===== src/source/sched_pkg.sv =====
package sched_pkg;

	localparam int num_cores   = 4;
	localparam int load_time   = 4;                  // Instruction words per frame
	localparam int r0_width    = 8;
	localparam int frame_width = 64;
	localparam int insn_width  = 16;

	// Bits taken by the control view before padding
	localparam int ctrl_used = 4 + 2 + 2 * num_cores + 1 + 4 + num_cores * r0_width;

	typedef enum logic [1:0] {
		fence_no  = 2'd0,
		fence_acq = 2'd1,                            // Next frame waits for all cores
		fence_rel = 2'd2                             // This frame waits for all cores
	} fence_e;

	typedef struct packed {
		logic [3:0]                         insn_frame_num;
		fence_e                             fence;
		logic [num_cores-1:0]               active_vect;
		logic [num_cores-1:0]               init_vect;
		logic                               stop;
		logic [3:0]                         stop_addr;
		logic [num_cores-1:0][r0_width-1:0] init_r0;
		logic [frame_width-ctrl_used-1:0]   padding;
	} ctrl_frame_t;

	typedef struct packed {
		logic [load_time-1:0][insn_width-1:0] word;  // Indexed by load count
	} insn_frame_t;

	typedef union packed {
		ctrl_frame_t ctrl;
		insn_frame_t insn;
	} tm_frame_u;

	typedef struct packed {
		logic [num_cores-1:0]               start;
		logic [1:0]                         load_cnt;
		logic [insn_width-1:0]              insn;
		logic                               init_strobe;
		logic [num_cores-1:0]               init_vect;
		logic [num_cores-1:0][r0_width-1:0] init_r0;
	} core_bus_t;

	typedef struct packed {
		logic [3:0]           task_ptr;
		logic [num_cores-1:0] start;
	} sched_mon_t;

endpackage


===== src/source/core_pkg.sv =====
package core_pkg;

	// Core side of the instruction word, same width as a bus word
	typedef enum logic [1:0] {
		op_nop = 2'd0,
		op_add = 2'd1,
		op_sub = 2'd2,
		op_xor = 2'd3
	} opcode_e;

	typedef struct packed {
		opcode_e    op;
		logic [3:0] busy;                            // Extra cycles after the first
		logic [9:0] imm;                             // Low bits feed r0
	} insn_t;

endpackage


===== src/source/task_memory.sv =====
`timescale 1ns/10ps

module task_memory #(
	parameter int tm_depth = 16
) (
	input  logic                        clk,
	input  logic                        tm_wr,
	input  logic [$clog2(tm_depth)-1:0] tm_addr,
	input  sched_pkg::tm_frame_u        tm_wdata,
	input  logic [$clog2(tm_depth)-1:0] rd_addr,
	output sched_pkg::tm_frame_u        rd_frame
);
	import sched_pkg::*;

	tm_frame_u frames [tm_depth];                    // Loaded by the environment under reset

	always_ff @(posedge clk) begin
		if (tm_wr) begin
			frames[tm_addr] <= tm_wdata;
		end
	end

	// Pointer lookup lands in the same cycle
	assign rd_frame = frames[rd_addr];

endmodule


===== src/source/task_scheduler.sv =====
`timescale 1ns/10ps

module task_scheduler #(
	parameter int tm_depth = 16
) (
	input  logic                            clk,
	input  logic                            reset,
	output logic [$clog2(tm_depth)-1:0]     rd_addr,
	input  sched_pkg::tm_frame_u            rd_frame,
	input  logic [sched_pkg::num_cores-1:0] ready,
	output sched_pkg::core_bus_t            core_bus,
	output logic                            halted,
	output sched_pkg::sched_mon_t           mon
);
	import sched_pkg::*;

	localparam int aw = $clog2(tm_depth);
	localparam logic [1:0] last_cnt = 2'(load_time - 1);

	logic [aw-1:0]                      task_ptr;
	logic [3:0]                         frame_cnt;     // Instruction frames left
	fence_e                             fence;
	logic [num_cores-1:0]               active_vect;
	logic                               stop_r;
	logic [3:0]                         stop_addr_r;
	logic                               streaming;     // Load window open
	logic [1:0]                         load_cnt;
	logic                               init_strobe;
	logic [num_cores-1:0]               init_vect;
	logic [num_cores-1:0][r0_width-1:0] init_r0;

	ctrl_frame_t ctrl;
	insn_frame_t insn_view;
	logic        in_ctrl;
	logic        all_ready;
	logic        next_ready;
	logic        cur_ready;
	logic        is_halt;
	logic        accept;
	logic        frame_go;
	logic        load_last;
	logic        last_frame;

	assign rd_addr = task_ptr;

	// One memory word, read as control or as instructions by the frame count
	assign in_ctrl   = frame_cnt == 4'd0;
	assign ctrl      = in_ctrl ? rd_frame.ctrl : '0;
	assign insn_view = in_ctrl ? '0 : rd_frame.insn;

	assign all_ready  = &ready;
	assign next_ready = (ctrl.active_vect & ~ready) == '0;
	assign cur_ready  = (active_vect & ~ready) == '0;
	assign is_halt    = ctrl.insn_frame_num == 4'd0 && !ctrl.stop;

	// Release frames always enter on an idle array
	assign accept = in_ctrl && !is_halt &&
		((next_ready && fence == fence_no && ctrl.fence != fence_rel) ||
		(all_ready && (fence == fence_acq || ctrl.fence == fence_rel)));

	assign frame_go   = !in_ctrl && !streaming && cur_ready;
	assign load_last  = streaming && load_cnt == last_cnt;
	assign last_frame = frame_cnt == 4'd1;

	always_ff @(posedge clk) begin
		if (reset) begin
			task_ptr    <= '0;
			frame_cnt   <= '0;
			fence       <= fence_no;
			active_vect <= '0;
			stop_r      <= 1'b0;
			streaming   <= 1'b0;
			load_cnt    <= '0;
			init_strobe <= 1'b0;
			halted      <= 1'b0;
		end else begin
			init_strobe <= accept;                   // Single pulse per control frame
			halted      <= in_ctrl && is_halt && all_ready;

			if (accept) begin
				frame_cnt   <= ctrl.insn_frame_num;
				active_vect <= ctrl.active_vect;
				stop_r      <= ctrl.stop;
				// Selected cores are idle here, so the first window opens at once
				streaming   <= ctrl.insn_frame_num != 4'd0;
				if (ctrl.insn_frame_num == 4'd0) begin
					task_ptr <= aw'(ctrl.stop_addr);    // Bare jump
					fence    <= fence_acq;
				end else begin
					task_ptr <= task_ptr + 1'b1;
					// Release is spent on entry
					fence    <= (ctrl.fence == fence_acq) ? fence_acq : fence_no;
				end
			end else if (frame_go) begin
				streaming <= 1'b1;
			end else if (streaming) begin
				load_cnt <= load_last ? 2'd0 : load_cnt + 2'd1;
				if (load_last) begin
					streaming <= 1'b0;
					frame_cnt <= frame_cnt - 4'd1;
					if (last_frame && stop_r) begin
						task_ptr <= aw'(stop_addr_r);   // Jump after the last frame
						fence    <= fence_acq;
					end else begin
						task_ptr <= task_ptr + 1'b1;
					end
				end
			end
		end
	end

	always_ff @(posedge clk) begin
		if (accept) begin
			stop_addr_r <= ctrl.stop_addr;
			init_vect   <= ctrl.init_vect;
			init_r0     <= ctrl.init_r0;
		end
	end

	always_comb begin
		core_bus.start       = streaming ? active_vect : '0;
		core_bus.load_cnt    = load_cnt;
		core_bus.insn        = insn_view.word[load_cnt];
		core_bus.init_strobe = init_strobe;
		core_bus.init_vect   = init_vect;
		core_bus.init_r0     = init_r0;
	end

	always_comb begin
		mon.task_ptr = 4'(task_ptr);
		mon.start    = core_bus.start;
	end

endmodule


===== src/source/core_unit.sv =====
`timescale 1ns/10ps

module core_unit #(
	parameter int core_id = 0
) (
	input  logic                         clk,
	input  logic                         reset,
	input  sched_pkg::core_bus_t         core_bus,
	output logic                         ready,
	output logic [sched_pkg::r0_width-1:0] r0
);
	import sched_pkg::*;
	import core_pkg::*;

	localparam logic [1:0] last_idx = 2'(load_time - 1);

	insn_t               prog [load_time];           // Captured frame
	insn_t               cur;
	logic                sel;
	logic                busy;
	logic [1:0]          pc;
	logic [3:0]          wait_cnt;
	logic                step;
	logic [r0_width-1:0] imm;
	logic [r0_width-1:0] alu;

	assign sel   = core_bus.start[core_id];
	assign cur   = prog[pc];
	assign step  = busy && wait_cnt == cur.busy;     // Last cycle of this word
	assign imm   = cur.imm[r0_width-1:0];
	assign ready = !busy;

	always_comb begin
		case (cur.op)
			op_add:  alu = r0 + imm;
			op_sub:  alu = r0 - imm;
			op_xor:  alu = r0 ^ imm;
			default: alu = r0;
		endcase
	end

	always_ff @(posedge clk) begin
		if (sel) begin
			prog[core_bus.load_cnt] <= insn_t'(core_bus.insn);
		end
	end

	always_ff @(posedge clk) begin
		if (reset) begin
			busy     <= 1'b0;
			pc       <= '0;
			wait_cnt <= '0;
			r0       <= '0;
		end else begin
			if (core_bus.init_strobe && core_bus.init_vect[core_id]) begin
				r0 <= core_bus.init_r0[core_id];
			end else if (step) begin
				r0 <= alu;
			end

			if (sel && core_bus.load_cnt == last_idx) begin
				busy     <= 1'b1;                    // Run starts after the last word
				pc       <= '0;
				wait_cnt <= '0;
			end else if (step) begin
				wait_cnt <= '0;
				pc       <= pc + 2'd1;
				if (pc == last_idx) begin
					busy <= 1'b0;
				end
			end else if (busy) begin
				wait_cnt <= wait_cnt + 4'd1;
			end
		end
	end

endmodule


===== src/source/sched_top.sv =====
`timescale 1ns/10ps

module sched_top #(
	parameter int tm_depth = 16
) (
	input  logic                                                      clk,
	input  logic                                                      reset,
	input  logic                                                      tm_wr,
	input  logic [$clog2(tm_depth)-1:0]                               tm_addr,
	input  sched_pkg::tm_frame_u                                      tm_wdata,
	output logic                                                      halted,
	output logic [sched_pkg::num_cores-1:0]                           core_busy,
	output logic [sched_pkg::num_cores-1:0][sched_pkg::r0_width-1:0]  core_r0,
	output sched_pkg::sched_mon_t                                     mon
);
	import sched_pkg::*;

	localparam int aw = $clog2(tm_depth);

	logic [aw-1:0]        rd_addr;
	tm_frame_u            rd_frame;
	core_bus_t            core_bus;
	logic [num_cores-1:0] ready;

	assign core_busy = ~ready;

	task_memory #(
		.tm_depth(tm_depth)
	) u_memory (
		.clk      (clk),
		.tm_wr    (tm_wr),
		.tm_addr  (tm_addr),
		.tm_wdata (tm_wdata),
		.rd_addr  (rd_addr),
		.rd_frame (rd_frame)
	);

	task_scheduler #(
		.tm_depth(tm_depth)
	) u_scheduler (
		.clk      (clk),
		.reset    (reset),
		.rd_addr  (rd_addr),
		.rd_frame (rd_frame),
		.ready    (ready),
		.core_bus (core_bus),
		.halted   (halted),
		.mon      (mon)
	);

	for (genvar i = 0; i < num_cores; i++) begin : g_core
		core_unit #(
			.core_id(i)
		) u_core (
			.clk      (clk),
			.reset    (reset),
			.core_bus (core_bus),
			.ready    (ready[i]),
			.r0       (core_r0[i])
		);
	end

endmodule


===== config.mk =====
export PLATFORM = sky130hd
export DESIGN_NAME = sched_top
export DESIGN_NICKNAME = d
export VERILOG_FILES = /design/src/source/sched_pkg.sv /design/src/source/core_pkg.sv /design/src/source/task_memory.sv /design/src/source/task_scheduler.sv /design/src/source/core_unit.sv /design/src/source/sched_top.sv
export SDC_FILE = /design/constraint.sdc
export NUM_CORES = 1
export LEC_CHECK = 0
export BUFFER_PORTS_ARGS = -buffer_cell sky130_fd_sc_hd__clkbuf_2
export CAP_MARGIN = 40
export CORE_MARGIN = 4
export CORE_UTILIZATION = 29
export DETAILED_ROUTE_END_ITERATION = 8
export SYNTH_ARGS = -nofsm -noshare
export SYNTH_HDL_FRONTEND = slang
export SYNTH_SLANG_ARGS = --single-unit

===== constraint.sdc =====
create_clock -name clk -period 8.7 [get_ports clk]
set_input_delay 0.435 -clock clk [delete_from_list [all_inputs] [get_ports clk]]
set_output_delay 0.435 -clock clk [all_outputs]
set_load 0.05 [all_outputs]

# Word-level counts from Yosys, hierarchy flattened
# Memory sizes are Yosys's and may differ from the RTL's. A register that Yosys moved wholly into a read port is not among the register bits.
# Index checks and enable logic that the tools add are counted.
# classes
n_addsub,19
magnitude_cmp,1
eq_ne,27
muxes,71
bitwise_logic,9
reduce_logical,79
# ops
op,n
2-to-1 mux 64 bit,2
one-hot mux 8 bit (3 select lines),4
2-to-1 mux 8 bit,8
2-to-1 mux 4 bit,13
adder 8 bit,4
binary-select mux 16 bit (select 2 bit),1
subtractor 8 bit,4
bitwise XOR 8 bit,4
2-to-1 mux 2 bit,15
nonzero test 2 bit,15
== test 2 bit (second input constant),14
2-to-1 mux 1 bit,27
logical AND 1 bit,24
adder 4 x 1 -> 4 bit (second input constant),5
nonzero test 4 bit,5
== test 4 bit,4
zero test 4 bit,4
2-to-1 mux 16 bit,1
AND reduction 2 bit,8
== test 2 x 1 -> 1 bit (second input constant),6
OR reduction 3 bit,4
adder 2 x 1 -> 2 bit (second input constant),5
bitwise AND 4 bit,2
zero test 1 bit,8
12 further kinds,19
# totals
regBits,120
ramBits,1280
inputBits,71
out_inout_bits,45
wordCells,242
memories,5
# mem_list
name,depth,width,read_ports,rd_clocked_by_memory_dff,wr,line_no,text
u_memory.frames,16,64,1,1,1,task_memory.sv:15,tm_frame_u frames [tm_depth];
g_core[0].u_core.prog,4,16,1,1,1,core_unit.sv:17,insn_t prog [load_time];
g_core[1].u_core.prog,4,16,1,1,1,core_unit.sv:17,
g_core[2].u_core.prog,4,16,1,1,1,core_unit.sv:17,
g_core[3].u_core.prog,4,16,1,1,1,core_unit.sv:17,

# Depth between registers and ports, before layout
# logic_depth
depth_word,12
ltp_mapped,17
mapped_depth_nobuf,14

# Cells and area by module
# A second synthesis with hierarchy kept.
# hier_totals
hier_cells,2849
area_unflattened_um2,55383.1
# by_module_without_submodules
mod,n_inst,cells_per_inst,area_per_inst_um2,seq_area_each_um2
task_memory,1,1583,38300.5,30749.5
core_unit at g_core[0].u_core ...,3,244,3437.0,2021.9
core_unit at g_core[3].u_core,1,244,3483.3,2021.9
task_scheduler,1,286,3273.1,1581.5
sched_top,1,4,15.0,0.0

# Least setup slack after synthesis
# No wires, ideal clock.
# synth_timing
path_type,input-to-reg
startpoint,in tm_addr[3]
endpoint,"mem u_memory.frames[0][0] (netlist bit), enable pin"
setup_ps,559
arrival_time_ps,5165
t_required_ps,8141
slack_ps,2976
path_stages,2
path_buffers,0
cell_sequence,or3b_2 nor3_1
# synth_rtl
element,line_no,text
"start, declared",sched_top.sv:9,"input logic [$clog2(tm_depth)-1:0] tm_addr,"
"end, declared",task_memory.sv:15,
# Straight into the memory's write port.

==> impl_metrics.json <==
{
  "min_path_type": "in2reg",
  "hold_violations": 0,
  "power-per-cell-area_mw_per_mm2": 285.9,
  "initial_utilization_pct": 29.24,
  "worstPathMaxFanout": 33,
  "route.final.wire_length_um": 130300,
  "worstSetupPathType": "reg2reg",
  "gr-usage-all-layers_pct": 13.45,
  "preCtsSetupSlack_ps": 4327,
  "post_cts.repair.setup_buffers": 0,
  "number_of_vias_in_the_routed_layout": 25950,
  "relative_area_change_from_synthesis_to_final_layout_pct": 15.53,
  "grt_antenna_before_repair": 28,
  "synth.largest_area_cell": "edfxtp_1",
  "worst_setup_hold_path_clk_slew_ps": 70,
  "whs_ps": 78.55,
  "synth-edff-count": 1256,
  "sinks_on_the_clock_net": 1347,
  "setup.worst_path.end_class": "flip-flop",
  "cts_resized": 0,
  "floorplan.die_area_mm2": 0.1919,
  "clock_tree_from_tritoncts": "done",
  "numPortBuffers": 113,
  "syn_avg_cell_area_um2": 20.28,
  "core_area_mm2": 0.1835,
  "final.setup_skew_ps": 52.05,
  "ordered_list_of_cells_on_the_worst_path": "buf_16, buf_4, mux4_2, mux4_2, nor4_4, nand2b_2, o21ai_4, buf_4, a21oi_1, a311oi_1",
  "final_layout_size_suffix_gt1_share_pct": 26.51,
  "cp.arrival_ps": 5050,
  "die-width_um": 438.1,
  "synth-async-reset-ratio_pct": 0,
  "finalWorstPathRequiredPeriod_ps": 4410,
  "netlist_top_cells_area": "edfxtp_1, mux4_2, dfxtp_1",
  "floorplan.die.height_um": 438.1,
  "top_level_ports": 116,
  "first_pass_detailed_route_iteration_total": 5,
  "postRouteAntennaNets": 0,
  "synth_largest_type_area_fraction_pct": 70.30,
  "dp.cells": 5152,
  "synth_cell_types": 58,
  "finalMaxSlewViolations": 0,
  "slowest_stage_delay_on_critical_path_ps": 630,
  "hold_buffers": 0,
  "total_leakage_power_nw": 19.24,
  "finalSetupViolations": 0,
  "synthFlopType": "edfxtp_1",
  "cp-start-kind": "flip-flop",
  "gp_routability_congestion": 0.7829,
  "first_iter_violations": 2461,
  "period_share_pct": 50.69,
  "synthesis.nets": 2776,
  "grt_start_max_net_pins": 101,
  "tightest_slew_ps": 886.2,
  "totalPowerFinal_mw": 17.72,
  "crit_path_top_delay_cell": "buf_4",
  "drcViolationCount": 0,
  "cts_buffer_depth": 3,
  "grt_overflow_total": 0,
  "proportion_of_synthesized_chip_area_in_sequential_cells_pct": 73.70,
  "nets": 2954,
  "detailed_place_hpwl_um": 79800,
  "rsz_0062_raised_after_global_routing": "no",
  "final_cells": 5393,
  "achievable-frequency_mhz": 226.8,
  "layout_setup_ws_ps": 4290,
  "via_count_of_the_first_global_routing_pass": 26620,
  "yosysWarnings": 0,
  "cts-htree-levels": 4,
  "first_pass_grt_wire_length_um": 189400,
  "timing.max_cap.violations": 0,
  "ir_drop_mv": 0.1975,
  "gate_count_of_the_mapped_netlist": 2646,
  "clock-root-buffer": "clkbuf_16",
  "timing.setup.tns_ps": 0,
  "std_cell_rows": 157,
  "synth.ff_latch_count": 1347,
  "number_of_clock_buffers_inserted_by_tritoncts": 134,
  "min_from": "tm_wdata[50]",
  "post_syn_area_mm2": 0.05365,
  "vias_per_cell": 4.813,
  "required_ps": 9340,
  "mean_routed_wirelength_per_cell_um": 24.16,
  "run_status": "finished, final reports clean",
  "timing.slew.headroom_pct": 40.92,
  "clock_insertion_delay_worst_skew_ps": 760
}
[routing by layer]
layer	vias to the layer above	wire length [µm]	track usage (%)
li1	11190	-	-
met1	13820	54880	18.00
met2	742	65040	22.58
met3	199	7366	2.420
met4	6	3000	3.622
met5	-	28	0
[cells by family (layout without fill, tap and decap cells)]
| family | count (synthesis) | after routing | synth area share, % |
|---|---|---|---|
| flops | 1347 | 1347 | 73.70 |
| fa+ha+maj | 59 | 59 | 1.432 |
| simple gates | 369 | 369 | 3.410 |
| buf+inv | 189 | 470 | 1.556 |
| mux | 398 | 398 | 16.18 |
| compound gates | 203 | 203 | 2.409 |
| other cells | 0 | 2 | 0 |
| xor+xnor | 81 | 81 | 1.322 |
[power by group]
group | switching, mW | internal [mW] | total [mW]
logic | 2.44 | 1.63 | 4.07
registers | 0.241 | 7.76 | 8.01
clock network | 2.47 | 3.17 | 5.64
total | 5.16 | 12.6 | 17.7
[registers in the layout, indices dropped and copies added, names as in the netlist, named ones only]
signal / cells
u_scheduler.core_bus: 32
u_memory.frames: 992
u_scheduler.stop_addr_r: 4
g_core.u_core.wait_cnt: 16
u_scheduler.rd_addr: 4
g_core.u_core.busy: 4
u_scheduler.streaming: 1
u_scheduler.stop_r: 1
u_scheduler.frame_cnt: 4
g_core.u_core.r0: 32
g_core.u_core.pc: 8
u_scheduler.halted: 1
u_scheduler.init_vect: 4
u_scheduler.init_strobe: 1
g_core.u_core.prog: 224
u_scheduler.fence: 1
u_scheduler.active_vect: 4
u_scheduler.load_cnt: 2
[through the flow]
stage	utilization, %	instance area, µm²
2_1_floorplan	-	53650
3_3_place_gp	31.13	57110
3_5_place_dp	31.45	57710
4_1_cts	33.78	61980
5_1_grt	33.78	61980
6_report	33.78	61980
[area by class of cell]
type,instances,area (µm²)
tap,2464,3083
clock inverter,73,721.9
inverter,57,216.5
timing repair buffer,174,1469
clock buffer,166,3546
sequential,1347,39550
fill,17260,121500
antenna,2,5.005
multi-input combinational,1110,13390
[final timing paths]
kind / cells after the start / end / slack [ps]
max: 10 / flip-flop / 4290
max reg2reg: 10 / flip-flop / 4290
min: 1 / u_memory.frames[14][50]$_DFFE_PP_ / 80
min reg2reg: 2 / u_scheduler.stop_r$_SDFFE_PP0P_ / 460
[synthesized netlist by cell type, types with 24 or more instances]
cell / number
edfxtp_1: 1256
mux4_2: 375
nor2_1: 153
dfxtp_1: 91
clkbuf_1: 74
a21oi_1: 69
and2_1: 60
xnor2_1: 56
ha_1: 55
inv_1: 55
nand2_1: 39
buf_2: 38
a211oi_1: 26
xor2_1: 25
and3_1: 24
[cell usage in the layout, fill, tap and decap left out, types with 5 or more instances in the layout]
master     instances
nor2_4            12
buf_4             34
ha_1              55
o21bai_1           6
o21ai_0           21
nor2b_1           15
nor2_1           141
a311oi_1           7
bufinv_16          8
nand3_1           14
clkinv_1          26
and2_1            59
buf_16            15
a211oi_1          26
mux2i_1           21
inv_1             55
dfxtp_1           87
or2_2              9
nand3b_1           5
a21oi_1           69
nand2_1           39
and3_1            24
clkbuf_16        136
mux4_2           375
xnor2_1           56
buf_12            11
xor2_1            25
nand4_1            9
clkinv_2          20
o22ai_1           21
clkbuf_1          27
nor3_1            15
edfxtp_1        1256
a21o_1             6
clkbuf_2         113
a31oi_1           17
nor3b_1            6
[critical path, delay by kind of cell (launching register included)]
| kind | cells | cell delay, ps |
|---|---|---|
| buffers and inverters | 3 | 1250 |
| muxes | 2 | 1180 |
| and+or+nand+nor | 2 | 730 |
| AOI/OAI and AO/OA | 3 | 550 |
| DFF | 1 | 510 |
Note: power is estimated with default switching activity, not from simulation.
